===== src/design/cpu_params.svh =====
// CPU configuration macros
// Word width, register file size, memory depths and opcode field width
// for the five-stage pipelined core
`ifndef CPU_PARAMS_SVH
`define CPU_PARAMS_SVH

// One data or instruction word
`define CPU_DATA_W 16

// General purpose registers
`define CPU_REG_CNT 8

// Instruction and data memory sizes in words
`define CPU_IMEM_DEPTH 256
`define CPU_DMEM_DEPTH 256

// Opcode field in instr[15:11]
`define CPU_OPC_W 5

`endif


===== src/design/cpu_pkg.sv =====
// Shared types for the pipelined CPU
// Word and register index types, instruction opcodes and the ALU
// operations selected by decode
`default_nettype none
`include "cpu_params.svh"

package cpu_pkg;

   typedef logic [`CPU_DATA_W-1:0] word_t;
   typedef logic [$clog2(`CPU_REG_CNT)-1:0] reg_idx_t;

   // Any code not listed here is illegal
   // R-type codes 110xx carry the ALU operation in their low bits
   typedef enum logic [`CPU_OPC_W-1:0] {
      OPC_HALT = 5'b00000,
      OPC_NOP  = 5'b00001,
      OPC_J    = 5'b00100,
      OPC_ADDI = 5'b01000,
      OPC_BEQZ = 5'b01100,
      OPC_BNEZ = 5'b01101,
      OPC_ST   = 5'b10000,
      OPC_LD   = 5'b10001,
      OPC_ADD  = 5'b11000,
      OPC_SUB  = 5'b11001,
      OPC_AND  = 5'b11010,
      OPC_XOR  = 5'b11011
   } opcode_e;

   typedef enum logic [2:0] {
      ALU_ADD    = 3'd0,
      ALU_SUB    = 3'd1,
      ALU_AND    = 3'd2,
      ALU_XOR    = 3'd3,
      ALU_PASS_A = 3'd4
   } alu_op_e;

endpackage
`default_nettype wire


===== src/design/fetch.sv =====
// Instruction fetch stage
// Holds the PC and the instruction memory. The memory is written through
// the load port while the core is stopped; once running, one instruction
// per cycle enters the fetch/decode register
`default_nettype none
`include "cpu_params.svh"

module fetch (
   input  wire                                 clk,
   input  wire                                 arst_n,
   input  wire                                 run,
   input  wire                                 load_en,
   input  wire [$clog2(`CPU_IMEM_DEPTH)-1:0]   load_addr,
   input  wire cpu_pkg::word_t                 load_data,
   input  wire                                 stall,
   input  wire                                 halt_seen,
   input  wire                                 redirect,
   input  wire cpu_pkg::word_t                 redirect_pc,
   output logic                                fd_valid,
   output cpu_pkg::word_t                      fd_instr,
   output cpu_pkg::word_t                      fd_pc_next
);

   localparam int IMEM_AW = $clog2(`CPU_IMEM_DEPTH);

   cpu_pkg::word_t imem [`CPU_IMEM_DEPTH];
   cpu_pkg::word_t pc;
   cpu_pkg::word_t pc_plus2;
   logic           advance;

   assign pc_plus2 = pc + cpu_pkg::word_t'(2);

   // A new instruction is taken only when nothing holds or kills fetch
   assign advance = run && !redirect && !halt_seen && !stall;

   // Load port, honored only while stopped
   always_ff @(posedge clk) begin
      if (load_en && !run) begin
         imem[load_addr] <= load_data;
      end
   end

   always_ff @(posedge clk or negedge arst_n) begin
      if (!arst_n) begin
         pc       <= '0;
         fd_valid <= 1'b0;
      end else if (!run) begin
         pc       <= '0;
         fd_valid <= 1'b0;
      end else if (redirect) begin
         pc       <= redirect_pc;
         fd_valid <= 1'b0;
      end else if (halt_seen) begin
         // PC frozen for good
         fd_valid <= 1'b0;
      end else if (!stall) begin
         pc       <= pc_plus2;
         fd_valid <= 1'b1;
      end
   end

   always_ff @(posedge clk) begin
      if (advance) begin
         fd_instr   <= imem[pc[IMEM_AW:1]];
         fd_pc_next <= pc_plus2;
      end
   end

endmodule
`default_nettype wire


===== config.mk =====
export PLATFORM = sky130hd
export DESIGN_NAME = fetch
export DESIGN_NICKNAME = d
export VERILOG_FILES = /design/src/design/cpu_pkg.sv /design/src/design/fetch.sv
export VERILOG_INCLUDE_DIRS = /design/src /design/src/design
export SDC_FILE = /design/constraint.sdc
export NUM_CORES = 2
export LEC_CHECK = 0
export BUFFER_PORTS_ARGS = -buffer_cell sky130_fd_sc_hd__buf_2
export CAP_MARGIN = 20
export CORE_ASPECT_RATIO = 1.1
export CORE_MARGIN = 2
export CORE_UTILIZATION = 30
export CTS_CLUSTER_DIAMETER = 30
export DETAILED_ROUTE_END_ITERATION = 12
export GPL_ROUTABILITY_DRIVEN = 0
export PLACE_DENSITY = 0.56
export SLEW_MARGIN = 15
export SYNTH_ARGS = -nofsm -noshare
export SYNTH_HDL_FRONTEND = slang
export SYNTH_SLANG_ARGS = --single-unit

===== constraint.sdc =====
create_clock -name clk -period 2.77 [get_ports clk]
set_input_delay 0.1385 -clock clk [delete_from_list [all_inputs] [get_ports clk]]
set_output_delay 0.1385 -clock clk [all_outputs]
set_load 0.1 [all_outputs]

==> metrics.yaml <==
yosys:
  synth_warnings: 0
  yosys.area.top_type_share_pct: 77.2
  ys_ff_latch: 4145
  synth_cell_type_count: 77
  syn-num-nets: 7516
  synth_area_leaders: "edfxtp_1, mux4_2, mux2i_1"
  synth_edf_count: 4128
  syn_inst: 7468
  synth_area_per_cell_sq_um: 21.5
  ys_seq_area_share_pct: 77.4
  ys_dominant_reg_cell: "edfxtp_1"
  synth_area_sq_um: 161000
  synth_area_leader_cell: "edfxtp_1"
  synthArstFlopShare_pct: 0.410
worst_setup_path:
  path_max_fanout: 13
  slowest_stage: "mux4_2"
  cp_top_family: "compound AO/OA/AOI/OAI gates"
  cp-start-kind: "register"
  critPathCaptureType: "register"
  reg2reg_slack_ns: -0.57
  critPathMaxStageDelay_ns: 0.56
  cp_num_buf_inv: 5
  cp.arrival_ns: 4.16
  crit_required_ns: 3.59
  cp_cell_sequence: "buf_12, buf_12, buf_16, buf_6, mux4_2, a22o_1, a221oi_4, o22ai_4, a211oi_4, buf_6, a211oi_2"
  path_class: "register to register"
clocking:
  cts_tree: "built"
  clock-root-buffer: "clkbuf_16"
  clockBufferDepth: 4
  numCtsBuffers: 695
  cts.sinks: 4145
  h-tree-depth: 6
  insertion_delay_ns: 1.10
  clk_pin_slew_worst_paths_ns: 0.05
timing:
  slew_headroom_pct: 7.31
  hold_slack_ns: 0.0907
  setup_viol: 16
  hold_viol: 0
  totalNegativeSetupSlack_ns: -7.75
  max_freq_mhz: 300
  rsz0062_at_grt: "yes"
  fin_ws_ns: -0.566
  skew_ns: 0.0732
  finalCriticalPeriod_ns: 3.34
  worstMarginPinSlew_ns: 1.39
  timing.final.crit_share_pct: 120
  maxSlewViolCount: 0
grt:
  grt_usage_pct: 18.4
  overflow: 0
  grt_pass1_wl_mm: 705
  grt_pass1_vias: 89163
  antenna_found_initial: 44
  grt_max_degree: 104
drt:
  vias: 87732
  wl_mm: 510
  drcViolationCount: 0
  viasPerCell: 5.16
  ant_nets: 0
  drtIter0Drc: 10495
  drtPass1Iterations: 5
  detail_route.wl_per_cell_microns: 30.0
layout:
  drive_gt1_share_pct: 40.3
  area_growth_pct: 31.5
  multi_input_area_sq_um: 35900
  fillers: 47149
  seq_area_sq_um: 124000
  nets: 9342
min_path:
  hold_class: "input port to register"
placement:
  port_buffers: 79
  dp_hpwl_mm: 319
floorplan:
  ios: 80
  initial_core_util_pct: 30.1
  core_sq_um: 533000
  std_cell_rows: 281
  die_w_microns: 702
  die_h_microns: 771
  die_area_sq_um: 541000
power_and_ir_drop:
  p_per_area_nw_per_um2: 796
  ir_worst_vdd_uv: 748
  p_leak_nw: 67.8
status:
  run_status: "finished with violations"
  violations: "setup timing"
run:
  maxCapViolCount: 0
## layer usage
layer  global-route usage (%)  wire, microns
met5                        0             94
met1                     23.9         197000
met3                     3.45          43800
met4                     8.11          24100
met2                     30.0         245000
## placed cells by master (no fill, tap or decap), types with 28 or more instances in the layout
cell           instances
nand2_1              154
inv_6                 87
nand3_1               45
buf_16                44
clkbuf_1              54
o221ai_1              84
a21oi_1               69
o221ai_2              57
nor2_2                71
clkinv_1              76
edfxtp_1            4128
a22oi_1               34
clkbuf_16            708
mux2i_1              455
clkinv_4              56
clkinvlp_4            76
a22o_1                34
nor2_1               284
buf_12               336
o21ai_0               31
buf_6                 51
dlygate4sd3_1         72
a21oi_2               28
mux4_2               852
a221oi_2              32
buf_4                955
nor3_1                67
bufinv_16             86
clkinv_2             100
buf_2                 63
buf_8                 33
o22ai_1               72
## kinds of logic (layout without fill, tap and decap cells)
family / Yosys count / count (layout) / synth area share (%)
adders and majority gates: 1 / 1 / 0.00779
AOI/OAI and AO/OA: 690 / 690 / 3.20
DFF: 4145 / 4145 / 77.4
muxes: 1327 / 1327 / 14.9
other: 0 / 21 / 0
and+or+nand+nor: 834 / 835 / 2.35
xor gates and xnor gates: 14 / 14 / 0.0763
buffers and inverters: 457 / 2885 / 1.99
## tightest hold or removal path, cell delays in order
cell and delay (ns):
dlygate4sd3_1 0.53, buf_2 0.13, a21oi_1 0.06, o21ai_0 0.17, buf_4 0.11
## cell usage after synthesis (8+ instances only)
cell / count
edfxtp_1: 4128
mux4_2: 852
mux2i_1: 467
nor2_1: 360
clkbuf_1: 162
nand2_1: 159
o221ai_1: 133
a21oi_1: 107
o22ai_1: 105
buf_2: 102
nor3_1: 99
a221oi_1: 61
buf_6: 60
nand3_1: 60
a211oi_1: 46
a22oi_1: 44
a22o_1: 39
buf_8: 39
nor4_1: 39
o21ai_0: 36
buf_1: 32
buf_4: 29
nand4_1: 27
a31oi_1: 25
a2111oi_0: 19
dfrtp_1: 17
o211ai_1: 17
and2_1: 16
clkbuf_8: 15
nor2b_1: 14
buf_12: 13
or3_1: 12
o221ai_2: 11
and3_1: 8
## state kept, by name (all words and copies together) (netlist names)
name,flops
fd_instr,16
fd_pc_next,16
fd_valid,1
imem,4096
pc,16
## cell type report
| cell class | count | share of cell area, % |
|---|---|---|
| sequential | 4145 | 58.9 |
| multi-input combinational | 2867 | 17.0 |
| timing repair buffer | 1580 | 8.53 |
| clock buffer | 757 | 8.42 |
| tap | 7075 | 4.19 |
| clock inverter | 543 | 2.97 |
| antenna | 21 | 0.0249 |
| inverter | 5 | 0.0160 |
## stage by stage
step	setup slack, ns	util [%]	total power, W	cells	instance area [sq um]
final	-0.566	39.6	0.168	16993	211000
after global routing	-0.562	39.6	0.172	16980	211000
after CTS	-0.487	39.4	0.169	16932	210000
after detailed placement	-1.13	34.0	0.0804	15472	181000
after global placement	-1.89	34.0	0.0803	15471	181000
after floorplan	0.0515	-	0.0753	7468	161000
## path summary, 6_finish.rpt
check	from	end	cells after the start
setup / recovery	pc[1]	fd_instr[11]	11
hold / removal	redirect_pc[6]	pc[6]	5
setup reg to reg	pc[1]	fd_instr[11]	11
hold reg to reg	pc[0]	fd_pc_next[0]	0
max in group asynchronous	arst_n	pc[3]	5
min in group asynchronous	arst_n	fd_valid	5
## power breakdown
| group | leakage (nW) | internal [W] | switching, W |
|---|---|---|---|
| combinational | 18.9 | 0.00498 | 0.00667 |
| sequential | 37.3 | 0.0692 | 0.0000643 |
| clock | 11.6 | 0.0553 | 0.0320 |
| total | 67.8 | 0.129 | 0.0387 |
## what timing repair did
item	in CTS	in global routing
cloned	34	5
setup buffers	61	38
resized for setup	473	145
setup endpoints to repair	18	49
pin swaps	102	62
hold buffers	73	0
endpoints found under the hold margin	4375	0
(Power assumes the default switching activity.)
