## src/design/cpu_params.svh

```systemverilog
// CPU configuration macros
// Word width, register file size, memory depths and opcode field width
// for the five-stage pipelined core
`ifndef CPU_PARAMS_SVH
`define CPU_PARAMS_SVH

// One data or instruction word
`define CPU_DATA_W 16

// General purpose registers
`define CPU_REG_CNT 8

// Instruction and data memory sizes in words
`define CPU_IMEM_DEPTH 256
`define CPU_DMEM_DEPTH 256

// Opcode field in instr[15:11]
`define CPU_OPC_W 5

`endif

```

## src/design/cpu_pkg.sv

```systemverilog
// Shared types for the pipelined CPU
// Word and register index types, instruction opcodes and the ALU
// operations selected by decode
`default_nettype none
`include "cpu_params.svh"

package cpu_pkg;

   typedef logic [`CPU_DATA_W-1:0] word_t;
   typedef logic [$clog2(`CPU_REG_CNT)-1:0] reg_idx_t;

   // Any code not listed here is illegal
   // R-type codes 110xx carry the ALU operation in their low bits
   typedef enum logic [`CPU_OPC_W-1:0] {
      OPC_HALT = 5'b00000,
      OPC_NOP  = 5'b00001,
      OPC_J    = 5'b00100,
      OPC_ADDI = 5'b01000,
      OPC_BEQZ = 5'b01100,
      OPC_BNEZ = 5'b01101,
      OPC_ST   = 5'b10000,
      OPC_LD   = 5'b10001,
      OPC_ADD  = 5'b11000,
      OPC_SUB  = 5'b11001,
      OPC_AND  = 5'b11010,
      OPC_XOR  = 5'b11011
   } opcode_e;

   typedef enum logic [2:0] {
      ALU_ADD    = 3'd0,
      ALU_SUB    = 3'd1,
      ALU_AND    = 3'd2,
      ALU_XOR    = 3'd3,
      ALU_PASS_A = 3'd4
   } alu_op_e;

endpackage
`default_nettype wire

```

## src/design/memory.sv

```systemverilog
// Memory stage
// Word-addressed data memory, load or ALU result selection and the
// memory/writeback register
`default_nettype none
`include "cpu_params.svh"

module memory (
   input  wire                     clk,
   input  wire                     arst_n,
   input  wire                     em_valid,
   input  wire cpu_pkg::word_t     em_result,
   input  wire cpu_pkg::word_t     em_store_data,
   input  wire                     em_mem_rd,
   input  wire                     em_mem_wr,
   input  wire                     em_wr_en,
   input  wire cpu_pkg::reg_idx_t  em_wr_reg,
   input  wire                     em_halt,
   output logic                    mw_valid,
   output logic                    mw_wr_en,
   output cpu_pkg::reg_idx_t       mw_wr_reg,
   output cpu_pkg::word_t          mw_data,
   output logic                    mw_halt
);

   localparam int DMEM_AW = $clog2(`CPU_DMEM_DEPTH);

   cpu_pkg::word_t dmem [`CPU_DMEM_DEPTH];
   cpu_pkg::word_t rd_data;

   // Byte address, bit 0 ignored
   assign rd_data = dmem[em_result[DMEM_AW:1]];

   always_ff @(posedge clk) begin
      if (em_valid && em_mem_wr) begin
         dmem[em_result[DMEM_AW:1]] <= em_store_data;
      end
   end

   always_ff @(posedge clk or negedge arst_n) begin
      if (!arst_n) begin
         mw_valid <= 1'b0;
         mw_wr_en <= 1'b0;
         mw_halt  <= 1'b0;
      end else begin
         mw_valid <= em_valid;
         mw_wr_en <= em_wr_en;
         mw_halt  <= em_halt;
      end
   end

   always_ff @(posedge clk) begin
      mw_wr_reg <= em_wr_reg;
      mw_data   <= em_mem_rd ? rd_data : em_result;
   end

endmodule
`default_nettype wire

```

## config.mk

```make
export PLATFORM = sky130hd
export DESIGN_NAME = memory
export DESIGN_NICKNAME = d
export VERILOG_FILES = /design/src/design/cpu_pkg.sv /design/src/design/memory.sv
export VERILOG_INCLUDE_DIRS = /design/src /design/src/design
export SDC_FILE = /design/constraint.sdc
export NUM_CORES = 2
export LEC_CHECK = 0
export ABC_CLOCK_PERIOD_IN_PS = 5600
export BUFFER_PORTS_ARGS = -buffer_cell sky130_fd_sc_hd__buf_2
export CORE_MARGIN = 4
export CORE_UTILIZATION = 48
export DETAILED_ROUTE_END_ITERATION = 8
export PLACE_DENSITY_LB_ADDON = 0.05
export SLEW_MARGIN = 20
export SYNTH_ARGS = -nofsm -noshare
export SYNTH_HDL_FRONTEND = slang
export SYNTH_SLANG_ARGS = --single-unit
```

## constraint.sdc

```tcl
create_clock -name clk -period 5.6 [get_ports clk]
set_input_delay 1.12 -clock clk [delete_from_list [all_inputs] [get_ports clk]]
set_output_delay 1.12 -clock clk [all_outputs]
set_load 0.05 [all_outputs]
```

==> reports/qor_table.md <==
| Metric | Reported |
|---|---|
| Count of instances resized after the clock tree is built | 0 |
| Kind of end point of the critical path | flop |
| Post-synthesis cell type count | 62 |
| Hold-fix buffers, CTS | 0 |
| Number of buffers inserted during clock tree synthesis | 422 |
| Number of antenna violations at the first check in global routing | 23 |
| Gr ovfl total | 0 |
| Number of max-cap violations | 0 |
| Worst R2R Setup Slack | 2240 ps |
| Fin crit period | 4340 ps |
| Via count of the first global-routing pass | 76700 |
| Avg Synthesized Cell Area | 23.3 sq um |
| Via density | 6.30 |
| CTS Buffer Depth | 4 |
| Post-CTS repair timing setup buffer count | 0 |
| Final hold violation count | 0 |
| Number of nets produced by synthesis | 6820 |
| GRT Util Overall | 27.0% |
| Filler instances | 24500 |
| Area of the die | 0.339 sq mm |
| Synth warn | 0 |
| Depth of the CTS H-tree | 5 |
| Residual DRC count | 0 |
| Initial core utilization | 48.3% |
| Final worst-path cycle share | 77.4% |
| Final weighted congestion of routability-driven global placement | 0.858 |
| Clock Skews | 62.4 ps |
| Total count of max-transition violations in the final report | 0 |
| Startpoint type of the worst setup path | input pin |
| Fraction of final layout cells with drive strength greater than 1 | 32.6% |
| Worst skew pair latency | 1000 ps |
| Routed vias | 76500 |
| Crit Path Class | input pin to flop |
| Area grow syn2layout | 14.4% |
| Post-detailed-routing wire length | 459 mm |
| Leakage power figure | 56.8 nW |
| Final non-filler cell total | 12100 |
| Cell count of the worst reg-to-reg path | 7 |
| Synth area leaders | edfxtp_1, mux4_2, mux2i_1, nor2_1, a22oi_1 |
| Clock tree from TritonCTS | done |
| Placement Rows | 210 |
| Number of top-level design ports | 64 |
| Total Negative Setup Slacks | 0 ps |
| Number of sinks handled by clock tree synthesis | 4118 |
| Least-Margin Pin Slew | 1320 ps |
| Arrival time at the worst endpoint | 5220 ps |
| Height of the die | 582 microns |
| Horizontal die dimension | 582 microns |
| Count of endpoints failing setup in the final report | 0 |
| Detailed Routing Iterations Pass 1 | 7 |
| Status | finished, final reports clean |
| Class of the worst hold path | input pin to asynchronous set/reset pin |
| Final-stage net count | 7474 |
| Crit-path max FO | 56 |
| Core Region | 0.328 sq mm |
| Number of flip-flops under the largest register name | 4096 |
| End of the worst register-to-register path | mw_data[2] |
| Part of the Yosys area used for sequential elements | 78.1% |
| Average detailed-routed wire length per instance | 37.8 microns |
| Pwr Density | 359 mW/mm^2 |
| Worst Path Required | 6490 ps |
| Gate count of the mapped netlist | 6778 |
| Hpwl dp | 274 mm |
| Worst-path clk slew | 60 ps |
| Yosys reg bits | 4118 |
| Synth async-reset ratio | 0.0729% |
| Post-synthesis instance area | 0.158 sq mm |
| Post-DRT Antenna Nets | 0 |
| Post-synth top area share | 77.8% |
| Initial DRC count | 9439 |
| Placed Cells | 11400 |
| Cell type contributing the most total cell area after synthesis | edfxtp_1 |
| Main synth FF type | edfxtp_1 |
| RSZ-0062 raised after global routing | no |
| Worst IR drop on VDD | 0.000292 V |
| Pin count of the biggest net entering global routing | 173 |
| Clock root cell | clkbuf_16 |
| Wire length of the first global-routing pass | 636 mm |
| Number of flops mapped to enable cells by yosys | 4096 |
| Worst reg2reg startpoint | dmem[63][2] |
| Worst rel slew slack | 12.2% |
| I/O Buffers | 63 |
| Fmax achieved | 231 MHz |
-- routing by layer --
| layer | track usage, % | up-vias | part of all wire [%] |
|---|---|---|---|
| li1 | - | 30400 | - |
| met1 | 38.7 | 42300 | 41 |
| met2 | 43.1 | 3162 | 48 |
| met3 | 4.07 | 641 | 7.2 |
| met4 | 9.11 | 4 | 3.8 |
| met5 | 0 | - | 0.0050 |
-- how the worst max path moves through the flow --
stage / from / to / slack [ps] / depth (start not counted)
finish: em_result[2] / mw_data[14] / 1260 / 9
detailed placement: em_result[2] / mw_data[14] / 320 / 9
floorplan: em_result[2] / dmem[112][0] / 1560 / 10
CTS: em_result[2] / mw_data[14] / 1360 / 9
global placement: em_result[3] / mw_data[2] / 260 / 9
global route: em_result[1] / mw_data[2] / 1220 / 12
-- area by class of cell --
type	count	area, sq um	area share (%)
flip-flops and latches	4118	123000	68.2
clock inverters	243	2230	1.23
diodes	18	45.0	0.0249
repair buffers	623	5590	3.09
well taps	4346	5440	3.00
clock buffers	532	11200	6.17
multi-input cells	2260	33000	18.2
inverters	7	28.8	0.0159
-- stage by stage --
stage	power [mW]	util [%]	setup WS (ps)	instance area [sq um]	hold WS (ps)
2_1_floorplan	36.3	-	1560	158000	824
4_1_cts	65.5	55.2	1360	181000	48.2
3_3_place_gp	38.1	51.1	263	167000	1040
6_report	65.0	55.2	1260	181000	102
3_5_place_dp	38.1	51.1	323	167000	1060
5_1_grt	66.9	55.2	1220	181000	48.2
-- cell families after synthesis --
family	count (synthesis)	share of synthesized area, %
muxes	1354	17.4
AOI/OAI and AO/OA	350	1.61
DFF	4118	78.1
and+or+nand+nor	556	1.55
buffers and inverters	400	1.42
-- Yosys cell counts, drive strengths merged (4+ instances only) --
| cell type | number |
|---|---|
| mux4 | 1110 |
| nor3 | 17 |
| nand4 | 9 |
| o21a | 4 |
| o21ai | 36 |
| o221ai | 7 |
| o22ai | 40 |
| inv | 7 |
| or2 | 4 |
| o22a | 4 |
| mux2 | 15 |
| a22oi | 83 |
| nand3 | 54 |
| a2111oi | 5 |
| dfxtp | 19 |
| a31oi | 19 |
| o32ai | 4 |
| mux2i | 229 |
| nand2 | 92 |
| a222oi | 4 |
| nor2b | 20 |
| a221oi | 29 |
| a32oi | 21 |
| o311a | 4 |
| and2 | 6 |
| and3 | 6 |
| clkbuf | 126 |
| a22o | 11 |
| buf | 267 |
| edfxtp | 4096 |
| nor3b | 4 |
| o311ai | 6 |
| a21oi | 27 |
| o211ai | 12 |
| nor2 | 303 |
| a211oi | 18 |
| nor4 | 12 |
| nand2b | 15 |
-- cell usage in the layout, fill, tap and decap left out, types with 16 or more instances in the layout --
| cell type | instances |
|---|---|
| nand2_2 | 17 |
| a221oi_1 | 29 |
| o21ai_0 | 31 |
| a211oi_1 | 18 |
| a21oi_1 | 27 |
| mux2i_1 | 229 |
| dfxtp_1 | 19 |
| clkinv_1 | 90 |
| clkbuf_1 | 98 |
| buf_4 | 490 |
| nor2_1 | 138 |
| a22oi_1 | 83 |
| nor3_1 | 16 |
| nand3_1 | 54 |
| bufinv_16 | 38 |
| a32oi_1 | 21 |
| edfxtp_1 | 4096 |
| clkbuf_16 | 429 |
| buf_2 | 43 |
| nand2_1 | 75 |
| clkinv_2 | 87 |
| buf_12 | 69 |
| a31oi_1 | 19 |
| mux4_2 | 1110 |
| diode_2 | 18 |
| o22ai_1 | 40 |
| nor2_2 | 163 |
-- where the power goes --
part           switching, mW  internal, mW
combinational           2.24          1.16
clock                   11.7          15.8
sequential            0.0581          33.9
-- critical path, cell delays in order --
cell and delay, ps:
buf_8 480, buf_12 330, buf_12 210, buf_4 240, mux4_2 360, mux4_2 620, a32oi_1 960, nand4_1 460
o22a_1 290
(Power assumes the default switching activity.)
