--- config.mk ---
export PLATFORM = sky130hd
export DESIGN_NAME = hazard_unit
export DESIGN_NICKNAME = d
export VERILOG_FILES = /design/src/design/cpu_pkg.sv /design/src/design/hazard_unit.sv
export VERILOG_INCLUDE_DIRS = /design/src /design/src/design
export SDC_FILE = /design/constraint.sdc
export NUM_CORES = 1
export LEC_CHECK = 0
export ABC_CLOCK_PERIOD_IN_PS = 900
export BUFFER_PORTS_ARGS = -buffer_cell sky130_fd_sc_hd__buf_2
export CAP_MARGIN = 15
export CORE_AREA = 2 2 39 41
export DETAILED_ROUTE_END_ITERATION = 6
export DIE_AREA = 0 0 41 43
export SLEW_MARGIN = 40
export SYNTH_ARGS = -nofsm -noshare
export SYNTH_HDL_FRONTEND = slang
export SYNTH_SLANG_ARGS = --single-unit
--- constraint.sdc ---
create_clock -name vclk -period 0.9
set_clock_uncertainty 0.1 [all_clocks]
set_input_delay 0.18 -clock vclk [all_inputs]
set_output_delay 0.18 -clock vclk [all_outputs]
set_load 0.1 [all_outputs]
--- src/design/cpu_params.svh ---
// CPU configuration macros
// Word width, register file size, memory depths and opcode field width
// for the five-stage pipelined core
`ifndef CPU_PARAMS_SVH
`define CPU_PARAMS_SVH

// One data or instruction word
`define CPU_DATA_W 16

// General purpose registers
`define CPU_REG_CNT 8

// Instruction and data memory sizes in words
`define CPU_IMEM_DEPTH 256
`define CPU_DMEM_DEPTH 256

// Opcode field in instr[15:11]
`define CPU_OPC_W 5

`endif

--- src/design/cpu_pkg.sv ---
// Shared types for the pipelined CPU
// Word and register index types, instruction opcodes and the ALU
// operations selected by decode
`default_nettype none
`include "cpu_params.svh"

package cpu_pkg;

   typedef logic [`CPU_DATA_W-1:0] word_t;
   typedef logic [$clog2(`CPU_REG_CNT)-1:0] reg_idx_t;

   // Any code not listed here is illegal
   // R-type codes 110xx carry the ALU operation in their low bits
   typedef enum logic [`CPU_OPC_W-1:0] {
      OPC_HALT = 5'b00000,
      OPC_NOP  = 5'b00001,
      OPC_J    = 5'b00100,
      OPC_ADDI = 5'b01000,
      OPC_BEQZ = 5'b01100,
      OPC_BNEZ = 5'b01101,
      OPC_ST   = 5'b10000,
      OPC_LD   = 5'b10001,
      OPC_ADD  = 5'b11000,
      OPC_SUB  = 5'b11001,
      OPC_AND  = 5'b11010,
      OPC_XOR  = 5'b11011
   } opcode_e;

   typedef enum logic [2:0] {
      ALU_ADD    = 3'd0,
      ALU_SUB    = 3'd1,
      ALU_AND    = 3'd2,
      ALU_XOR    = 3'd3,
      ALU_PASS_A = 3'd4
   } alu_op_e;

endpackage
`default_nettype wire

--- src/design/hazard_unit.sv ---
// Data hazard detection
// Stalls decode while a source register it reads has a pending write in
// the execute or memory stage. Writeback is covered by register file
// write-through, so it is not compared
`default_nettype none

module hazard_unit (
   input  wire                     use_rs,
   input  wire                     use_rt,
   input  wire cpu_pkg::reg_idx_t  rs,
   input  wire cpu_pkg::reg_idx_t  rt,
   input  wire                     de_valid,
   input  wire                     de_wr_en,
   input  wire cpu_pkg::reg_idx_t  de_wr_reg,
   input  wire                     em_valid,
   input  wire                     em_wr_en,
   input  wire cpu_pkg::reg_idx_t  em_wr_reg,
   output logic                    stall
);

   logic ex_pend;
   logic mem_pend;
   logic rs_hit;
   logic rt_hit;

   // Only valid slots that really write count
   assign ex_pend  = de_valid && de_wr_en;
   assign mem_pend = em_valid && em_wr_en;

   assign rs_hit = use_rs && ((ex_pend && de_wr_reg == rs) || (mem_pend && em_wr_reg == rs));
   assign rt_hit = use_rt && ((ex_pend && de_wr_reg == rt) || (mem_pend && em_wr_reg == rt));

   assign stall = rs_hit || rt_hit;

endmodule
`default_nettype wire

==> results of run 1 <==
path summary, 6_finish.rpt:
kind,from,endpoint,slack (ns),depth (start not counted)
hold / removal,use_rt,stall,0.66,4
setup / recovery,rs[0],stall,-0.52,6
final cells by class:
class | instances | share of cell area [%]
Multi-Input combinational cell | 21 | 49.6
Tap cell | 16 | 6.25
Timing Repair Buffer | 19 | 44.1
per-layer routing:
metal	wire [microns]	up-vias	track usage, %
met3	52	0	0
met2	255	11	11.3
li1	-	111	-
met4	0	0	0
met5	0	-	0
met1	179	86	6.96
cells in the mapped netlist:
cell type and number:
nor4_1 4, nand2_1 3, o21ai_1 1, xor2_1 12
o21ai_0 1
logic make-up after synthesis:
group	count (synthesis)
xor gates and xnor gates	12
and+or+nand+nor	7
AOI/OAI and AO/OA	2
power by group through the flow:
stage          clock network (mW)  registers, mW  logic (mW)
2_1_floorplan                   0              0      0.0630
4_1_cts                         0              0       0.141
5_1_grt                         0              0       0.159
3_3_place_gp                    0              0       0.133
3_5_place_dp                    0              0       0.136
6_report                        0              0       0.147
metrics by stage:
stage               setup TNS (ns)  setup WS (ns)  total power, mW
detailed placement          -0.518         -0.518            0.136
floorplan                   -0.334         -0.334           0.0630
finish                      -0.517         -0.517            0.147
global route                -0.573         -0.573            0.159
global placement            -0.483         -0.483            0.133
CTS                         -0.516         -0.516            0.141
what timing repair did:
| action | CTS | global route |
|---|---|---|
| pin swaps | 4 | 7 |
| setup endpoints to repair | 1 | 1 |
| gates resized for setup | 2 | 4 |
| cloned | 0 | 0 |
==> impl_results.md, run 1 <==
* Largest family of logic cells by synthesized area: XOR/XNOR gates
* Antenna cells at 0
* Number of max-cap violations at 0
* # DRC at 0
* Peak VDD IR at 0.0000918 V
* FILL cells at 164
* Initial DRC count at 0
* Synth Instances at 21
* Antenna viol nets, final at 0
* Initial core utilization at 10.9%
* Switching Share at 47.4%
* Crit path max fanout at 2
* IO Port Bufs at 19
* Critical path type: input pin to output pin
* CP Capture Type: output pin
* Drt via density at 3.71
* Area post-placement at 289 sq um
* Synth top area cells: xor2_1 69%, nor4_1 17%, nand2_1 7.4%, o21ai_0 3.3%, o21ai_1 3.3%
* CLK BUF at 0
* Seq. cell area at 0 sq um
* Max-slew violations at 0
* Final critical-path share of the clock period at 157%
* Grt total ovfl at 0
* Final-stage net count at 60
* Pin count of the biggest net entering global routing at 3
* Simple-gate share of the synthesized area at 24.0%
* Rows at 14
* Failing checks: negative setup slack
* First-pass GRT wire length at 752 microns
* Clock network fraction of total power at 0%
* Leakage at 0.155 nW
* Compound-Gate Fraction of Synth Area at 6.61%
* Setup Fix Bufs, Post-CTS at 0
* Final setup viols at 1
* Die Y at 43 microns
* Syn avg cell area at 7.21 sq um
* Crit-path slowest cell: nor4_1
* Die area at 1760 sq um
* Mux share of post-synthesis cell area at 0%
* Setup repair after global routing missed its margin: yes
* Reg power frac at 0%
* CP Cell Sequence: buf_2 > xor2_1 > nor4_1 > o21ai_1 > nand2_4 > buf_12
* Layout cells sized above 1 at 50.0%
* Data arrival, critical path at 1.14 ns
* Power Density at 460 nW/um^2
* Multi-input gate area at 159 sq um
* Yosys top cell by area: xor2_1
* Routed vias at 208
* I/O Pins at 19
* Critical Path RT at 0.62 ns
* Worst-margin pin slew at 0.259 ns
* Worst Slack Setup Final at -0.517 ns
* Final core utilization at 23.1%
* CP delay by family, top: simple AND/OR/NAND/NOR gates
* CP Launch Type: input pin
* FF+latch count at 0
* Non-Filler Instances at 56
* Yosys warns at 0
* Slew margin rel. at 82.6%
* F_max at 706 MHz
* Outcome: finished with violations
* Area delta synth->final at 112%
* Final WL at 488 microns
* Final instance area at 320 sq um
* Most frequent cells in the layout: 13 x buf_2, 12 x xor2_1, 5 x buf_6
* CP peak stage delay at 0.27 ns
* Hold Buf Count CTS at 0
* Die Wd at 41 microns
* Netlist cell types at 5
* Wirelength per Cell at 8.71 microns
* Synth Cell Area at 151 sq um
* Initial antenna violation count at 0
* Switch Pwr at 0.0698 mW
* Post-synthesis xor/xnor area fraction at 69.4%
* Synth Area in Adders at 0%
* Vias in the first global route at 210
* Commonest non-fill, non-tap cell in the layout: buf_2
* Net Count, Synth at 39
* GP Congestion at 0.598
* Cell Int Power at 0.0776 mW
* Hold WC Path Type: input pin to output pin
* WP buf/inv at 2
* First drt pass iteration count at 1
* WHS at 0.660 ns
* Fin crit period at 1.42 ns
* Comb power frac at 100.0%
* Fin. Hold Viols at 0
* Seq/Total Area, Yosys at 0%
* Placed Cells at 56
* GRT Total Usage at 5.79%
* Dpl hpwl at 467 microns
* Core Region at 1380 sq um
* Yosys top cell area share at 69.4%
Note: power is estimated with default switching activity, not from simulation.
==> run 2, diff against run 1 <==
Settings changed: BUFFER_PORTS_ARGS -buffer_cell sky130_fd_sc_hd__buf_2 to not set, DONT_BUFFER_PORTS set to 1.
==> run 2 against run 1 <==
The run still ends with negative setup slack left. Total power is 46% lower. Die area unchanged. Non-clock buffer count is 19 lower. Setup slack gained 0.13 ns. Global-route usage decreased by 0.60 points. Sequential share of layout area did not move. Via count decreased by 29%. Critical path depth decreased by 2. Hold slack got worse by 0.069 ns. Maximum frequency increased by 9.7%.
==> impl_results.md, run 2 (synthesis results as in run 1) <==
* Final WL at 454 microns
* Rows at 14
* Worst hold start: use_rt
* Non-Filler Instances at 37
* Setup repair after global routing missed its margin: yes
* Pin count of the biggest net entering global routing at 3
* Final-stage net count at 41
* Failing checks: negative setup slack
* Grt total ovfl at 0
* Crit. Startpoint: em_wr_reg[1]
* Worst-margin pin slew at 0.297 ns
* Initial core utilization at 10.9%
* Worst Slack Setup Final at -0.392 ns
* Drt via density at 4.00
* Die Y at 43 microns
* Area post-placement at 179 sq um
* Placed Cells at 37
* Setup TNS at -0.392 ns
* Die Wd at 41 microns
* Most frequent cells in the layout: 12 x xor2_1, 2 x nand2_1, 2 x nor4_2, 2 x nor4_1, 2 x o21ai_1
* GRT Total Usage at 5.19%
* Final instance area at 191 sq um
* Setup Fix Bufs, Post-CTS at 0
* Area delta synth->final at 26.4%
* Data arrival, critical path at 1.01 ns
* Vias in the first global route at 185
* Power Density at 414 nW/um^2
* Number of max-cap violations at 0
* Layout cells sized above 1 at 14.3%
* Outcome: finished with violations
* I/O Pins at 19
* GP Congestion at 0.491
* CP Capture Type: output pin
* # DRC at 0
* Fin crit period at 1.29 ns
* Antenna viol nets, final at 0
* Max-slew violations at 0
* Initial DRC count at 1
* Fin. Hold Viols at 0
* Leakage at 0.0664 nW
* Initial antenna violation count at 0
* F_max at 774 MHz
* Slew margin rel. at 80.2%
* Critical path type: input pin to output pin
* Final critical-path share of the clock period at 144%
* IO Port Bufs at 0
* Dpl hpwl at 434 microns
* Hold WC Path Type: input pin to output pin
* Die area at 1760 sq um
* Critical Path RT at 0.62 ns
* FILL cells at 171
* CP Launch Type: input pin
* Core Region at 1380 sq um
* Critical path endpoint: stall
* Commonest non-fill, non-tap cell in the layout: xor2_1
* Peak VDD IR at 0.000103 V
* FF+latch count at 0
* Antenna cells at 0
* Crit path max fanout at 2
* Seq. cell area at 0 sq um
* First-pass GRT wire length at 669 microns
* Final setup viols at 1
* Routed vias at 148
* Hold Buf Count CTS at 0
* CLK BUF at 0
* Wirelength per Cell at 12.3 microns
* First drt pass iteration count at 2
* WHS at 0.590 ns
* Final total power at 0.0792 mW
run 2: final cells by class:
class | count | area (sq um) | area share, %
multi-input combinational | 21 | 171 | 89.5
tap | 16 | 20.0 | 10.5
run 2: stage by stage:
| stage | setup WS (ns) | utilization (%) |
|---|---|---|
| 6_report | -0.392 | 13.8 |
| 5_1_grt | -0.437 | 13.8 |
| 4_1_cts | -0.395 | 12.9 |
| 3_5_place_dp | -0.399 | 12.9 |
| 3_3_place_gp | -0.391 | 12.9 |
| 2_1_floorplan | -0.334 | - |
run 2: routing by layer:
| metal | wire length, microns | track usage [%] |
|---|---|---|
| met5 | 0 | 0 |
| met4 | 0 | 0 |
| met1 | 154 | 4.75 |
| met3 | 65 | 1.05 |
| met2 | 234 | 10.9 |
run 2: what timing repair did:
item                       in CTS  in global routing
gates resized for setup         0                  2
setup endpoints to repair       1                  1
cloned                          0                  0
pin swaps                       0                  3
run 2: power breakdown:
part / internal [mW] / leakage, nW / switching [mW]
Combinational: 0.0299 / 0.0664 / 0.0492
Clock: 0 / 0 / 0
Sequential: 0 / 0 / 0
Total: 0.0299 / 0.0664 / 0.0492
run 2: worst min path at each step:
stage                 end  slack (ns)  cells after the start
detailed placement  stall        0.59                      2
finish              stall        0.59                      2
global route        stall        0.59                      2
CTS                 stall        0.59                      2
floorplan           stall        0.58                      2
global placement    stall        0.59                      2
run 2: worst max-delay path, cell delays in order:
cell and delay, ns:
xor2_1 0.14, nor4_1 0.28, o21ai_1 0.14, nand2_4 0.27
==> run 3, diff against run 2 <==
Settings changed: CELL_PAD_IN_SITES_DETAIL_PLACEMENT set to 0, CELL_PAD_IN_SITES_GLOBAL_PLACEMENT set to 1, PLACE_DENSITY_LB_ADDON set to 0.1.
==> run 3 against run 2 <==
The flow still finishes with violations (negative setup slack). Count of clock-buffer cells in the layout unchanged. Setup slack improved by 0.0071 ns. Sequential cell count unchanged. Die area unchanged. Design area decreased by 3.3%. Sequential share of layout area unchanged. Global-route usage increased by 0.20 points. Cell count unchanged. Total power decreased by 4.2%. Wire length decreased by 1.1%. Largest power group unchanged.
==> impl_results.md, run 3 (synthesis results as in run 1) <==
* Outcome: finished with violations
* Failing checks: negative setup slack
* F_max at 778 MHz
* Fin crit period at 1.28 ns
* Initial antenna violation count at 0
* Worst Slack Setup Final at -0.385 ns
* Pin count of the biggest net entering global routing at 3
* Non-Filler Instances at 37
* Area delta synth->final at 22.3%
* Max-slew violations at 0
* Setup Fix Bufs, Post-CTS at 0
* FILL cells at 167
* Data arrival, critical path at 1.00 ns
* Critical Path RT at 0.62 ns
* Core Region at 1380 sq um
* Pre-CTS WS at -0.396 ns
* I/O Pins at 19
* Initial core utilization at 10.9%
* GP Congestion at 0.535
* GRT Total Usage at 5.39%
* Final setup viols at 1
* Endpoint, Worst Hold: stall
* Critical path type: input pin to output pin
* Setup repair after global routing missed its margin: yes
* Slew margin rel. at 80.1%
* Placed Cells at 37
* CP Launch Type: input pin
* Setup TNS at -0.385 ns
* Antenna viol nets, final at 0
* Peak VDD IR at 0.0000923 V
* Grt total ovfl at 0
* Hold WC Path Type: input pin to output pin
* Hold path depth at 2
* Vias in the first global route at 167
* Final core utilization at 13.4%
* CLK BUF at 0
* Die Y at 43 microns
* Final critical-path share of the clock period at 143%
* Die Wd at 41 microns
* Routed vias at 146
* Number of max-cap violations at 0
* Crit path max fanout at 2
* CP peak stage delay at 0.27 ns
* Fin. Hold Viols at 0
* Power Density at 410 nW/um^2
* Antenna cells at 0
* CP Cell Sequence: xor2_1 > nor4_1 > o21ai_1 > nand2_4
* Drt via density at 3.95
* Leakage at 0.0661 nW
* Die area at 1760 sq um
* CP Capture Type: output pin
* Wirelength per Cell at 12.1 microns
* # DRC at 0
* Met3 WL post-DR at 78 microns
* Top layer in use: met3
* Layout cells sized above 1 at 9.52%
* Initial DRC count at 0
* Seq. cell area at 0 sq um
* Worst-margin pin slew at 0.298 ns
* Final-stage net count at 41
* Met1 wire length at 146 microns
* Met2 wire len at 224 microns
* Most frequent cells in the layout: 12 x xor2_1, 3 x nor4_1, 2 x nand2_1, 2 x o21ai_1
* Hold Buf Count CTS at 0
* First drt pass iteration count at 1
* Commonest non-fill, non-tap cell in the layout: xor2_1
* IO Port Bufs at 0
* Crit-path slowest cell: nor4_1
* Worst hold start: use_rs
* Rows at 14
* Final WL at 449 microns
* First-pass GRT wire length at 690 microns
* FF+latch count at 0
## run 3: cell count changes in the layout (fill, tap and decap cells not counted)
cell / before / now
nor4_1: 2 / 3
nor4_2: 2 / 1
## run 3: layout make-up
cell class                      count  area, sq um  area share [%]
Multi-Input combinational cell     21          165            89.2
Tap cell                           16         20.0            10.8
## run 3: worst max-delay path, delay by kind of cell
kind / cells / cell delay, ns
AO/OA/AOI/OAI: 1 / 0.15
XOR/XNOR: 1 / 0.14
AND/OR/NAND/NOR: 2 / 0.54
## run 3: stage by stage
stage          total power, mW  instance area (sq um)  hold WS (ns)
3_5_place_dp            0.0747                    179         0.589
6_report                0.0759                    185         0.587
3_3_place_gp            0.0748                    179         0.589
5_1_grt                 0.0843                    185         0.608
2_1_floorplan           0.0630                    159         0.579
4_1_cts                 0.0747                    179         0.591
## run 3: metal layers
layer | track usage [%] | up-vias
li1 | - | 73
met2 | 9.69 | 11
met5 | 0 | -
met4 | 0 | 0
met3 | 1.57 | 0
met1 | 6.33 | 62
## run 3: worst max path at each step
| stage | slack [ns] | to | depth (start not counted) | from |
|---|---|---|---|---|
| finish | -0.38 | stall | 4 | rs[1] |
| global route | -0.46 | stall | 4 | rs[1] |
| CTS | -0.39 | stall | 4 | rs[0] |
| detailed placement | -0.40 | stall | 4 | rs[1] |
| global placement | -0.42 | stall | 4 | rs[0] |
| floorplan | -0.33 | stall | 4 | rs[1] |
## run 3: timing repair
action / in CTS / in global routing
pin swaps: 2 / 2
setup endpoints to repair: 1 / 1
resized for setup: 0 / 1
## run 3: power by group
group | internal (mW) | total (mW) | switching, mW | leakage (nW)
Clock | 0 | 0 | 0 | 0
Combinational | 0.0293 | 0.0759 | 0.0466 | 0.0661
Sequential | 0 | 0 | 0 | 0
