**src/design/cpu_params.svh**
```systemverilog
// CPU configuration macros
// Word width, register file size, memory depths and opcode field width
// for the five-stage pipelined core
`ifndef CPU_PARAMS_SVH
`define CPU_PARAMS_SVH

// One data or instruction word
`define CPU_DATA_W 16

// General purpose registers
`define CPU_REG_CNT 8

// Instruction and data memory sizes in words
`define CPU_IMEM_DEPTH 256
`define CPU_DMEM_DEPTH 256

// Opcode field in instr[15:11]
`define CPU_OPC_W 5

`endif

```
**src/design/cpu_pkg.sv**
```systemverilog
// Shared types for the pipelined CPU
// Word and register index types, instruction opcodes and the ALU
// operations selected by decode
`default_nettype none
`include "cpu_params.svh"

package cpu_pkg;

   typedef logic [`CPU_DATA_W-1:0] word_t;
   typedef logic [$clog2(`CPU_REG_CNT)-1:0] reg_idx_t;

   // Any code not listed here is illegal
   // R-type codes 110xx carry the ALU operation in their low bits
   typedef enum logic [`CPU_OPC_W-1:0] {
      OPC_HALT = 5'b00000,
      OPC_NOP  = 5'b00001,
      OPC_J    = 5'b00100,
      OPC_ADDI = 5'b01000,
      OPC_BEQZ = 5'b01100,
      OPC_BNEZ = 5'b01101,
      OPC_ST   = 5'b10000,
      OPC_LD   = 5'b10001,
      OPC_ADD  = 5'b11000,
      OPC_SUB  = 5'b11001,
      OPC_AND  = 5'b11010,
      OPC_XOR  = 5'b11011
   } opcode_e;

   typedef enum logic [2:0] {
      ALU_ADD    = 3'd0,
      ALU_SUB    = 3'd1,
      ALU_AND    = 3'd2,
      ALU_XOR    = 3'd3,
      ALU_PASS_A = 3'd4
   } alu_op_e;

endpackage
`default_nettype wire

```
**src/design/execute.sv**
```systemverilog
// Execute stage
// ALU on A and B or the immediate, branch and jump resolution with the
// redirect back to fetch, and the execute/memory register
`default_nettype none

module execute (
   input  wire                     clk,
   input  wire                     arst_n,
   input  wire                     de_valid,
   input  wire cpu_pkg::alu_op_e   de_alu_op,
   input  wire                     de_use_imm,
   input  wire cpu_pkg::word_t     de_a,
   input  wire cpu_pkg::word_t     de_b,
   input  wire cpu_pkg::word_t     de_imm,
   input  wire cpu_pkg::word_t     de_pc_next,
   input  wire                     de_wr_en,
   input  wire cpu_pkg::reg_idx_t  de_wr_reg,
   input  wire                     de_mem_rd,
   input  wire                     de_mem_wr,
   input  wire cpu_pkg::opcode_e   de_branch_kind,
   input  wire                     de_halt,
   output logic                    redirect,
   output cpu_pkg::word_t          redirect_pc,
   output logic                    em_valid,
   output cpu_pkg::word_t          em_result,
   output cpu_pkg::word_t          em_store_data,
   output logic                    em_mem_rd,
   output logic                    em_mem_wr,
   output logic                    em_wr_en,
   output cpu_pkg::reg_idx_t       em_wr_reg,
   output logic                    em_halt
);

   cpu_pkg::word_t op_b;
   cpu_pkg::word_t result;
   logic           taken;

   assign op_b = de_use_imm ? de_imm : de_b;

   always_comb begin
      case (de_alu_op)
         cpu_pkg::ALU_ADD: result = de_a + op_b;
         cpu_pkg::ALU_SUB: result = de_a - op_b;
         cpu_pkg::ALU_AND: result = de_a & op_b;
         cpu_pkg::ALU_XOR: result = de_a ^ op_b;
         default:          result = de_a;
      endcase
   end

   // Conditional branches test rs against zero
   always_comb begin
      case (de_branch_kind)
         cpu_pkg::OPC_BEQZ: taken = (de_a == '0);
         cpu_pkg::OPC_BNEZ: taken = (de_a != '0);
         cpu_pkg::OPC_J:    taken = 1'b1;
         default:           taken = 1'b0;
      endcase
   end

   // Byte offset from the following instruction
   assign redirect    = de_valid && taken;
   assign redirect_pc = de_pc_next + de_imm;

   always_ff @(posedge clk or negedge arst_n) begin
      if (!arst_n) begin
         em_valid  <= 1'b0;
         em_mem_rd <= 1'b0;
         em_mem_wr <= 1'b0;
         em_wr_en  <= 1'b0;
         em_halt   <= 1'b0;
      end else begin
         em_valid  <= de_valid;
         em_mem_rd <= de_mem_rd;
         em_mem_wr <= de_mem_wr;
         em_wr_en  <= de_wr_en;
         em_halt   <= de_halt;
      end
   end

   always_ff @(posedge clk) begin
      em_result     <= result;
      em_store_data <= de_b;
      em_wr_reg     <= de_wr_reg;
   end

endmodule
`default_nettype wire

```
**config.mk**
```make
export PLATFORM = sky130hd
export DESIGN_NAME = execute
export DESIGN_NICKNAME = d
export VERILOG_FILES = /design/src/design/cpu_pkg.sv /design/src/design/execute.sv
export VERILOG_INCLUDE_DIRS = /design/src /design/src/design
export SDC_FILE = /design/constraint.sdc
export NUM_CORES = 1
export LEC_CHECK = 0
export ABC_AREA = 1
export BUFFER_PORTS_ARGS = -buffer_cell sky130_fd_sc_hd__buf_2
export CAP_MARGIN = 40
export CORE_ASPECT_RATIO = 2
export CORE_MARGIN = 2
export CORE_UTILIZATION = 55
export DETAILED_ROUTE_END_ITERATION = 7
export GPL_TIMING_DRIVEN = 0
export PLACE_DENSITY = 0.95
export SETUP_SLACK_MARGIN = 0.02
export SKIP_LAST_GASP = 1
export SLEW_MARGIN = 40
export SYNTH_ARGS = -nofsm -noshare
export SYNTH_HDL_FRONTEND = slang
export SYNTH_SLANG_ARGS = --single-unit
```
**constraint.sdc**
```tcl
create_clock -name clk -period 4.65 [get_ports clk]
set_clock_uncertainty 0.1 [all_clocks]
set_input_delay 0.6975 -clock clk [delete_from_list [all_inputs] [get_ports clk]]
set_output_delay 0.6975 -clock clk [all_outputs]
set_load 0.005 [all_outputs]
```
==> results of run 1 <==
## routing by layer
metal | vias to the layer above | GRT usage | wire length, µm
met4 | 0 | 0.2653 | 862
met5 | - | 0 | 0
met1 | 2019 | 0.2637 | 3826
li1 | 2200 | - | -
met2 | 213 | 0.6015 | 6381
met3 | 73 | 0.03989 | 577
## power by group through the flow
| stage | sequential (mW) | clock [mW] | combinational, mW |
|---|---|---|---|
| 2_1_floorplan | 0.394 | 0 | 0.316 |
| 3_3_place_gp | 0.387 | 0 | 0.491 |
| 3_5_place_dp | 0.388 | 0 | 0.508 |
| 4_1_cts | 0.381 | 0.348 | 0.513 |
| 5_1_grt | 0.383 | 0.366 | 0.578 |
| 6_report | 0.381 | 0.346 | 0.523 |
## kinds of logic after synthesis
family / after synthesis / synth area share
simple gates: 274 / 0.3000
compound gates: 104 / 0.1601
buf+inv: 88 / 0.09295
fa+ha+maj: 49 / 0.1661
flops: 40 / 0.2183
xor+xnor: 27 / 0.06252
## critical path, stage by stage
cell and delay, ns:
buf_2 0.15, buf_6 0.16, nand2_1 0.06, nand2_1 0.13, ha_1 0.18, inv_1 0.06, nor2_1 0.16, nand3_1 0.13
nor2_2 0.14, nand3_1 0.10, nand2_2 0.13, o21ai_1 0.08, nand2_1 0.07, nand2_1 0.05, ha_1 0.34, inv_1 0.09
o21ai_0 0.09, o21bai_1 0.19, a31oi_1 0.29, nand3_1 0.11, nand3_1 0.11, nand2_1 0.05
## synth_stat cells
library cell and instances:
nand2_1 183, inv_1 76, ha_1 47, a21oi_1 41, dfxtp_1 35, nand3_1 35, nor2_1 33, o21ai_0 28
xor2_1 19, a22oi_1 11, xnor2_1 8, nor3_1 7, buf_2 5, dfrtp_1 5, a21o_1 4, nand4_1 4
nor4_1 4, a22o_1 3, clkbuf_1 3, nand3b_1 3, o211ai_1 3, o21ai_1 3, o21bai_1 3, o31ai_1 3
a21boi_0 2, buf_6 2, fa_1 2, nand2_2 2, o2111ai_1 2, a31oi_1 1, clkinv_1 1, inv_2 1
nor2_2 1, nor3_4 1, or2_2 1
## final cells by class
cell class	count	share of cell area
multi-input combinational	454	0.5511
tap	88	0.02329
inverter	78	0.06194
clock buffer	5	0.02647
sequential	40	0.1747
buffer	10	0.01244
clock inverter	3	0.003970
timing repair buffer	138	0.1461
## how the worst min path moves through the flow
stage	from	depth (start not counted)	to	slack (ns)
after floorplan	arst_n	0	em_halt	0.30
after global placement	arst_n	1	em_valid	0.41
after detailed placement	arst_n	1	em_mem_wr	0.42
after CTS	arst_n	1	em_mem_wr	0.11
after global routing	arst_n	1	em_wr_en	0.11
final	arst_n	1	em_mem_wr	0.11
==> out/results.ini, run 1 <==
[power]
power.leakage_nw = 2.752
comb_power_share = 0.418
netSwitchingPower_mw = 0.4688
switching_share = 0.3753
powerDensity_mw_per_mm2 = 264.3
share_clk_of_total_power = 0.277
totalPowerFinal_mw = 1.249
p_int_mw = 0.7804
vdd.ir_drop.worst_mv = 0.1624
reg_power_frac = 0.305

[global_routing]
grt_pass1_vias = 4532
grt_start_max_net_pins = 14
grt_overflow = 0
grt_first_pass_wirelength_um = 18680
grt_antenna_before_repair = 0
grt.total_usage = 0.3078

[clock_network]
cts-buffers-inserted = 5
post_cts_repair_resize_count = 0
holdBufCountCts = 0
cts_buffer_depth = 2
clock_sinks = 40
cts.reportedPaths.clkPinSlew_ns = 0.06
cts_tree = yes
htreeDepth = 2
cts_root_buffer = clkbuf_16
cts_setup_buffers = 0

[critical_path]
critPathKind = input port to register
worstSetupStartpointType = input port
cp.required_ns = 4.73
critPathMaxFanout = 10
crit_arrival_ns = 3.55
timing.critical_path.from = de_use_imm
critPathCaptureType = register
crit_path_end = em_result[13]

[timing]
min_period_ns = 3.470
drv_slew = 0
max_slew.worst_pin.slew_ns = 0.7440
layout_worst_path_cycle_share = 0.7463
timing.slew.headroom = 0.5021
setup_viol = 0
timing.fmax_mhz = 288.2
rsz0062_at_grt = no
fin_hold_ws_ns = 0.1063
final.setup.tns_ns = 0
final_ws_setup_ns = 1.180
finalHoldViolations = 0

[logic_synthesis]
synth_largest_type_area_fraction = 0.1852
synth.top_cells.by_area = dfxtp_1 19%, nand2_1 18%, ha_1 16%
synth_cell_types = 35
total_nets_after_synthesis = 714
yosys_warnings = 0
synth_cells = 582
syn_area_per_cell_um2 = 6.499
yosys_top_cell_by_area = dfxtp_1
yosysSeqAreaShare = 0.2183
netlist_area_mm2 = 0.003782
ys_ff_latch = 40

[place]
dp_hpwl_um = 9725
placed_cell_area_mm2 = 0.004583
placed_cells_incl_taps = 808
placement.io_buffers = 138
gp_routability_congestion = 0.9700
placement.setup.worst_slack_ns = 0.9980

[drt]
dr_total_vias = 4505
detail-route-antenna-nets = 0
detail_route.iter0.violations = 225
drt_pass1_iterations = 7
drc = 0
routed_wirelength_um = 11650
route.detailed.vias_per_inst = 5.521
routed_wire_length_per_instance_um = 14.27

[floorplan]
die_area_mm2 = 0.007597
std_cell_rows = 42
core_mm2 = 0.006621
die_height_um = 121.3
effective_utilization_at_floorplan = 0.5712
top_level_ports = 140
width_of_the_die_um = 62.64

[cells_and_area]
layout.core_utilization = 0.7139
layout.nets = 859
fillerInstances = 584
combined_area_of_the_multi_input_logic_cells_mm2 = 0.002605
register_area_um2 = 825.8
layout.cells.most_common = nand2_1
layout_common_cells = 183 x nand2_1, 143 x buf_2, 76 x inv_1, 47 x ha_1, 41 x a21oi_1
post_route_cells_drive_above_1_share = 0.2184
final_design_instance_area_without_fill_mm2 = 0.004727
syn_to_final_growth_pct = 24.98
stdcell_count = 816
count_of_inserted_antenna_diode_cells = 0

[flow_run]
drv_cap = 0

[status]
outcome = finished, final reports clean

[min_path]
min-delay-path-class = input port to asynchronous set/reset pin

(Power assumes the default switching activity.)
==> inputs of run 2 (changes only) <==
ABC_AREA = 0   (was 1)
CORE_UTILIZATION = 50   (was 55)
PLACE_DENSITY = 0.92   (was 0.95)
clock period = 3.2 ns   (was 4.65 ns; I/O delays follow)
==> run 2 against run 1 <==
The flow now finishes with violations (setup timing). Final cell count decreased by 19%. Combinational power up 78%. Wire length increased by 4.4%. Utilization up 1.5 points. Synthesized cell count down 30%. First-iteration DRC count is 34% higher. Via count fell by 12%. Clock power rose by 67%. Non-clock buffer count increased by 20. Hold slack better by 0.087 ns. Critical path depth down 4. Setup slack lost 1.4 ns. Critical endpoint unchanged.
==> out/results.ini, run 2 <==
[floorplan]
core_mm2 = 0.006833  ; +3.2%
top_level_ports = 140  ; unchanged
std_cell_rows = 43  ; +2.4%
die_height_um = 122.3  ; +0.87%
effective_utilization_at_floorplan = 0.5124  ; -0.05888
die_area_mm2 = 0.007728  ; +1.7%
width_of_the_die_um = 63.17  ; +0.85%

[power]
netSwitchingPower_mw = 0.7153  ; +53%
reg_power_frac = 0.270  ; -0.035
switching_share = 0.3458  ; -0.02950
powerDensity_mw_per_mm2 = 415.6  ; +57%
power.leakage_nw = 2.385  ; -13%
vdd.ir_drop.worst_mv = 0.2358  ; +45%
comb_power_share = 0.451  ; +0.033
p_int_mw = 1.353  ; +73%
totalPowerFinal_mw = 2.069  ; +66%
share_clk_of_total_power = 0.279  ; +0.002

[global_routing]
grt_first_pass_wirelength_um = 17340  ; -7.2%
grt_overflow = 0  ; unchanged
grt_start_max_net_pins = 14  ; unchanged
grt_antenna_before_repair = 0  ; unchanged
grt_pass1_vias = 3768  ; -17%
grt.total_usage = 0.2834  ; -0.02444

[place]
gp_routability_congestion = 0.9211  ; -5.0%
placement.setup.worst_slack_ns = -0.8057  ; -1.804 ns
placed_cells_incl_taps = 636  ; -21%
placed_cell_area_mm2 = 0.004397  ; -4.1%
placement.io_buffers = 139  ; +0.72%
dp_hpwl_um = 8631  ; -11%

[clock_network]
cts_buffer_depth = 2  ; unchanged
clock_sinks = 40  ; unchanged
cts_tree = yes
htreeDepth = 2  ; unchanged
cts_root_buffer = clkbuf_16
cts.reportedPaths.clkPinSlew_ns = 0.06  ; about the same
cts-buffers-inserted = 5  ; unchanged

[cells_and_area]
syn_to_final_growth_pct = 42.17
post_route_cells_drive_above_1_share = 0.4031  ; +0.1847
fillerInstances = 495  ; -15%
layout_common_cells = 139 x buf_2, 43 x ha_1, 35 x dfxtp_1, 26 x nor2_1, 24 x nand2_1
layout.core_utilization = 0.7284  ; +0.01453
layout.cells.most_common = buf_2
final_design_instance_area_without_fill_mm2 = 0.004977  ; +5.3%
layout.nets = 704  ; -18%
count_of_inserted_antenna_diode_cells = 0  ; unchanged
register_area_um2 = 825.8  ; unchanged
combined_area_of_the_multi_input_logic_cells_mm2 = 0.002820  ; +8.3%
stdcell_count = 663  ; -19%

[min_path]
hold_path_depth = 1
hold_end = em_wr_reg[0]
min-delay-path-class = input port to register
worst_hold_startpoint = de_wr_reg[0]

[logic_synthesis]
area_share_of_xor_xnor_cells_in_the_synthesized_design = 0.09221  ; +0.02969
synthSimpleGateAreaFrac = 0.1644  ; -0.1356
yosys_top_cell_by_area = dfxtp_1
yosysSeqAreaShare = 0.2359  ; +0.01756
total_nets_after_synthesis = 539  ; -25%
dominantRegCellSynth = dfxtp_1
synth-adder-area-share = 0.1794  ; +0.01335
ys_top_cells_by_count = 47 x ha_1, 35 x dfxtp_1, 30 x a21oi_1, 29 x nor2_1
synth_cells = 407  ; -30%
synth-edff-count = 0  ; unchanged
synth-async-reset-ratio = 0.1250  ; unchanged
synth-compound-area-share = 0.1812  ; +0.02110
synth_top_family_by_area = compound AO/OA/AOI/OAI gates
yosys.cell_count.top_type = ha_1
synth_cell_types = 56  ; +60%
post_synth_mux_area_share = 0.1083  ; +0.1083
yosys_warnings = 0  ; unchanged
synth.top_cells.by_area = dfxtp_1 20%, ha_1 17%, mux2i_1 6.6%
ys_ff_latch = 40  ; unchanged
syn_area_per_cell_um2 = 8.602  ; +32%
synth_largest_type_area_fraction = 0.2001  ; +0.01490
netlist_area_mm2 = 0.003501  ; -7.4%

[drt]
routed_wirelength_um = 12160  ; +4.4%
dr_total_vias = 3972  ; -12%
routed_wire_length_per_instance_um = 18.34  ; +28%
detail-route-antenna-nets = 0  ; unchanged
route.detailed.vias_per_inst = 5.991  ; +8.5%
detail_route.iter0.violations = 301  ; +34%
drc = 0  ; unchanged
drt_pass1_iterations = 6  ; -1

[timing]
timing.fmax_mhz = 289.6
rsz0062_at_grt = yes
layout_worst_path_cycle_share = 1.079
finalHoldViolations = 0  ; unchanged
timing.slew.headroom = 0.6422  ; +0.1400
setup_viol = 7  ; +7
drv_slew = 0  ; unchanged
fin_hold_ws_ns = 0.1932  ; +0.08691 ns
min_period_ns = 3.453
final.setup.tns_ns = -1.274  ; -1.274 ns
max_slew.worst_pin.slew_ns = 0.5367  ; -0.2073 ns
final_ws_setup_ns = -0.2531  ; -1.433 ns

[critical_path]
cp.required_ns = 3.26  ; -1.47 ns
slowest_stage = or3_4
critPathCaptureType = register
critPathKind = input port to register
worst_path_largest_cell_delay_ns = 0.35  ; about the same
cpLargestDelayFamily = simple AND/OR/NAND/NOR gates
worst_path_most_repeated_cell = buf_12
critPathMaxFanout = 4  ; -6
cp_cell_sequence = buf_8 > buf_12 > buf_12 > buf_12 > mux2i_4 > ha_4 > nand2_1 > nor2_2 > a21oi_1 > xnor2_1 > ha_1 > and4_1 > o21ai_2 > a21oi_2 > or3_4 > a21oi_4 > mux2i_1 > o311ai_1
worstPathBufferInverterCount = 4  ; unchanged
crit_arrival_ns = 3.51  ; -0.04 ns
worstSetupStartpointType = input port

[flow_run]
drv_cap = 0  ; unchanged

[status]
failing_checks = setup timing
outcome = complete, but fails checks

run 2: changes by cell type after synthesis, sizes merged, moves of 11 or more:
cell,previous run,this run
nand3,35,6
mux2,0,12
a21oi,41,30
nand2,185,25
xnor2,8,26
mux2i,0,24
a22oi,11,0
inv,77,21
run 2: final cells by class:
class | count | share of cell area
clock buffers | 5 | 0.02514
plain buffers | 10 | 0.02061
clock inverters | 3 | 0.008547
inverters | 23 | 0.01735
well taps | 90 | 0.02262
flip-flops and latches | 40 | 0.1659
multi-input cells | 334 | 0.5666
repair buffers | 158 | 0.1732
run 2: metal layers:
layer / vias up / wire, µm / global-route usage
met1: 1833 / 4143 / 0.2964
met5: - / 0 / 0
met4: 0 / 572 / 0.1250
met3: 57 / 1090 / 0.05683
li1: 1825 / - / -
met2: 257 / 6351 / 0.5372
run 2: cell families after synthesis:
logic type | count (synthesis)
AO/OA/AOI/OAI | 101
XOR/XNOR | 36
adder cells (fa/ha/maj) | 49
buffers and inverters | 33
flip-flops | 40
multiplexers | 36
AND/OR/NAND/NOR | 112
run 2: worst max-delay path by stage:
| stage | slack, ns | cells past startpoint | from | end |
|---|---|---|---|---|
| detailed placement | -0.81 | 18 | de_use_imm | em_result[15] |
| global placement | -0.78 | 18 | de_use_imm | em_result[15] |
| floorplan | -0.28 | 17 | de_use_imm | em_result[15] |
| CTS | -0.18 | 18 | de_use_imm | em_result[15] |
| finish | -0.25 | 18 | de_use_imm | em_result[13] |
| global route | -0.32 | 17 | de_use_imm | em_result[11] |
run 2: repair_timing:
action | CTS | global route
endpoints found under the hold margin | 5 | 0
setup endpoints to repair | 13 | 12
hold buffers | 1 | 0
buffers inserted | 11 | 8
pin swaps | 23 | 36
resized for setup | 31 | 32
run 2: power groups by stage:
| stage | Sequential, mW | Combinational, mW | Clock, mW |
|---|---|---|---|
| 6_report | 0.559 | 0.933 | 0.577 |
| 5_1_grt | 0.563 | 0.998 | 0.597 |
| 4_1_cts | 0.560 | 0.825 | 0.581 |
| 3_5_place_dp | 0.570 | 0.755 | 0 |
| 3_3_place_gp | 0.568 | 0.736 | 0 |
| 2_1_floorplan | 0.577 | 0.482 | 0 |
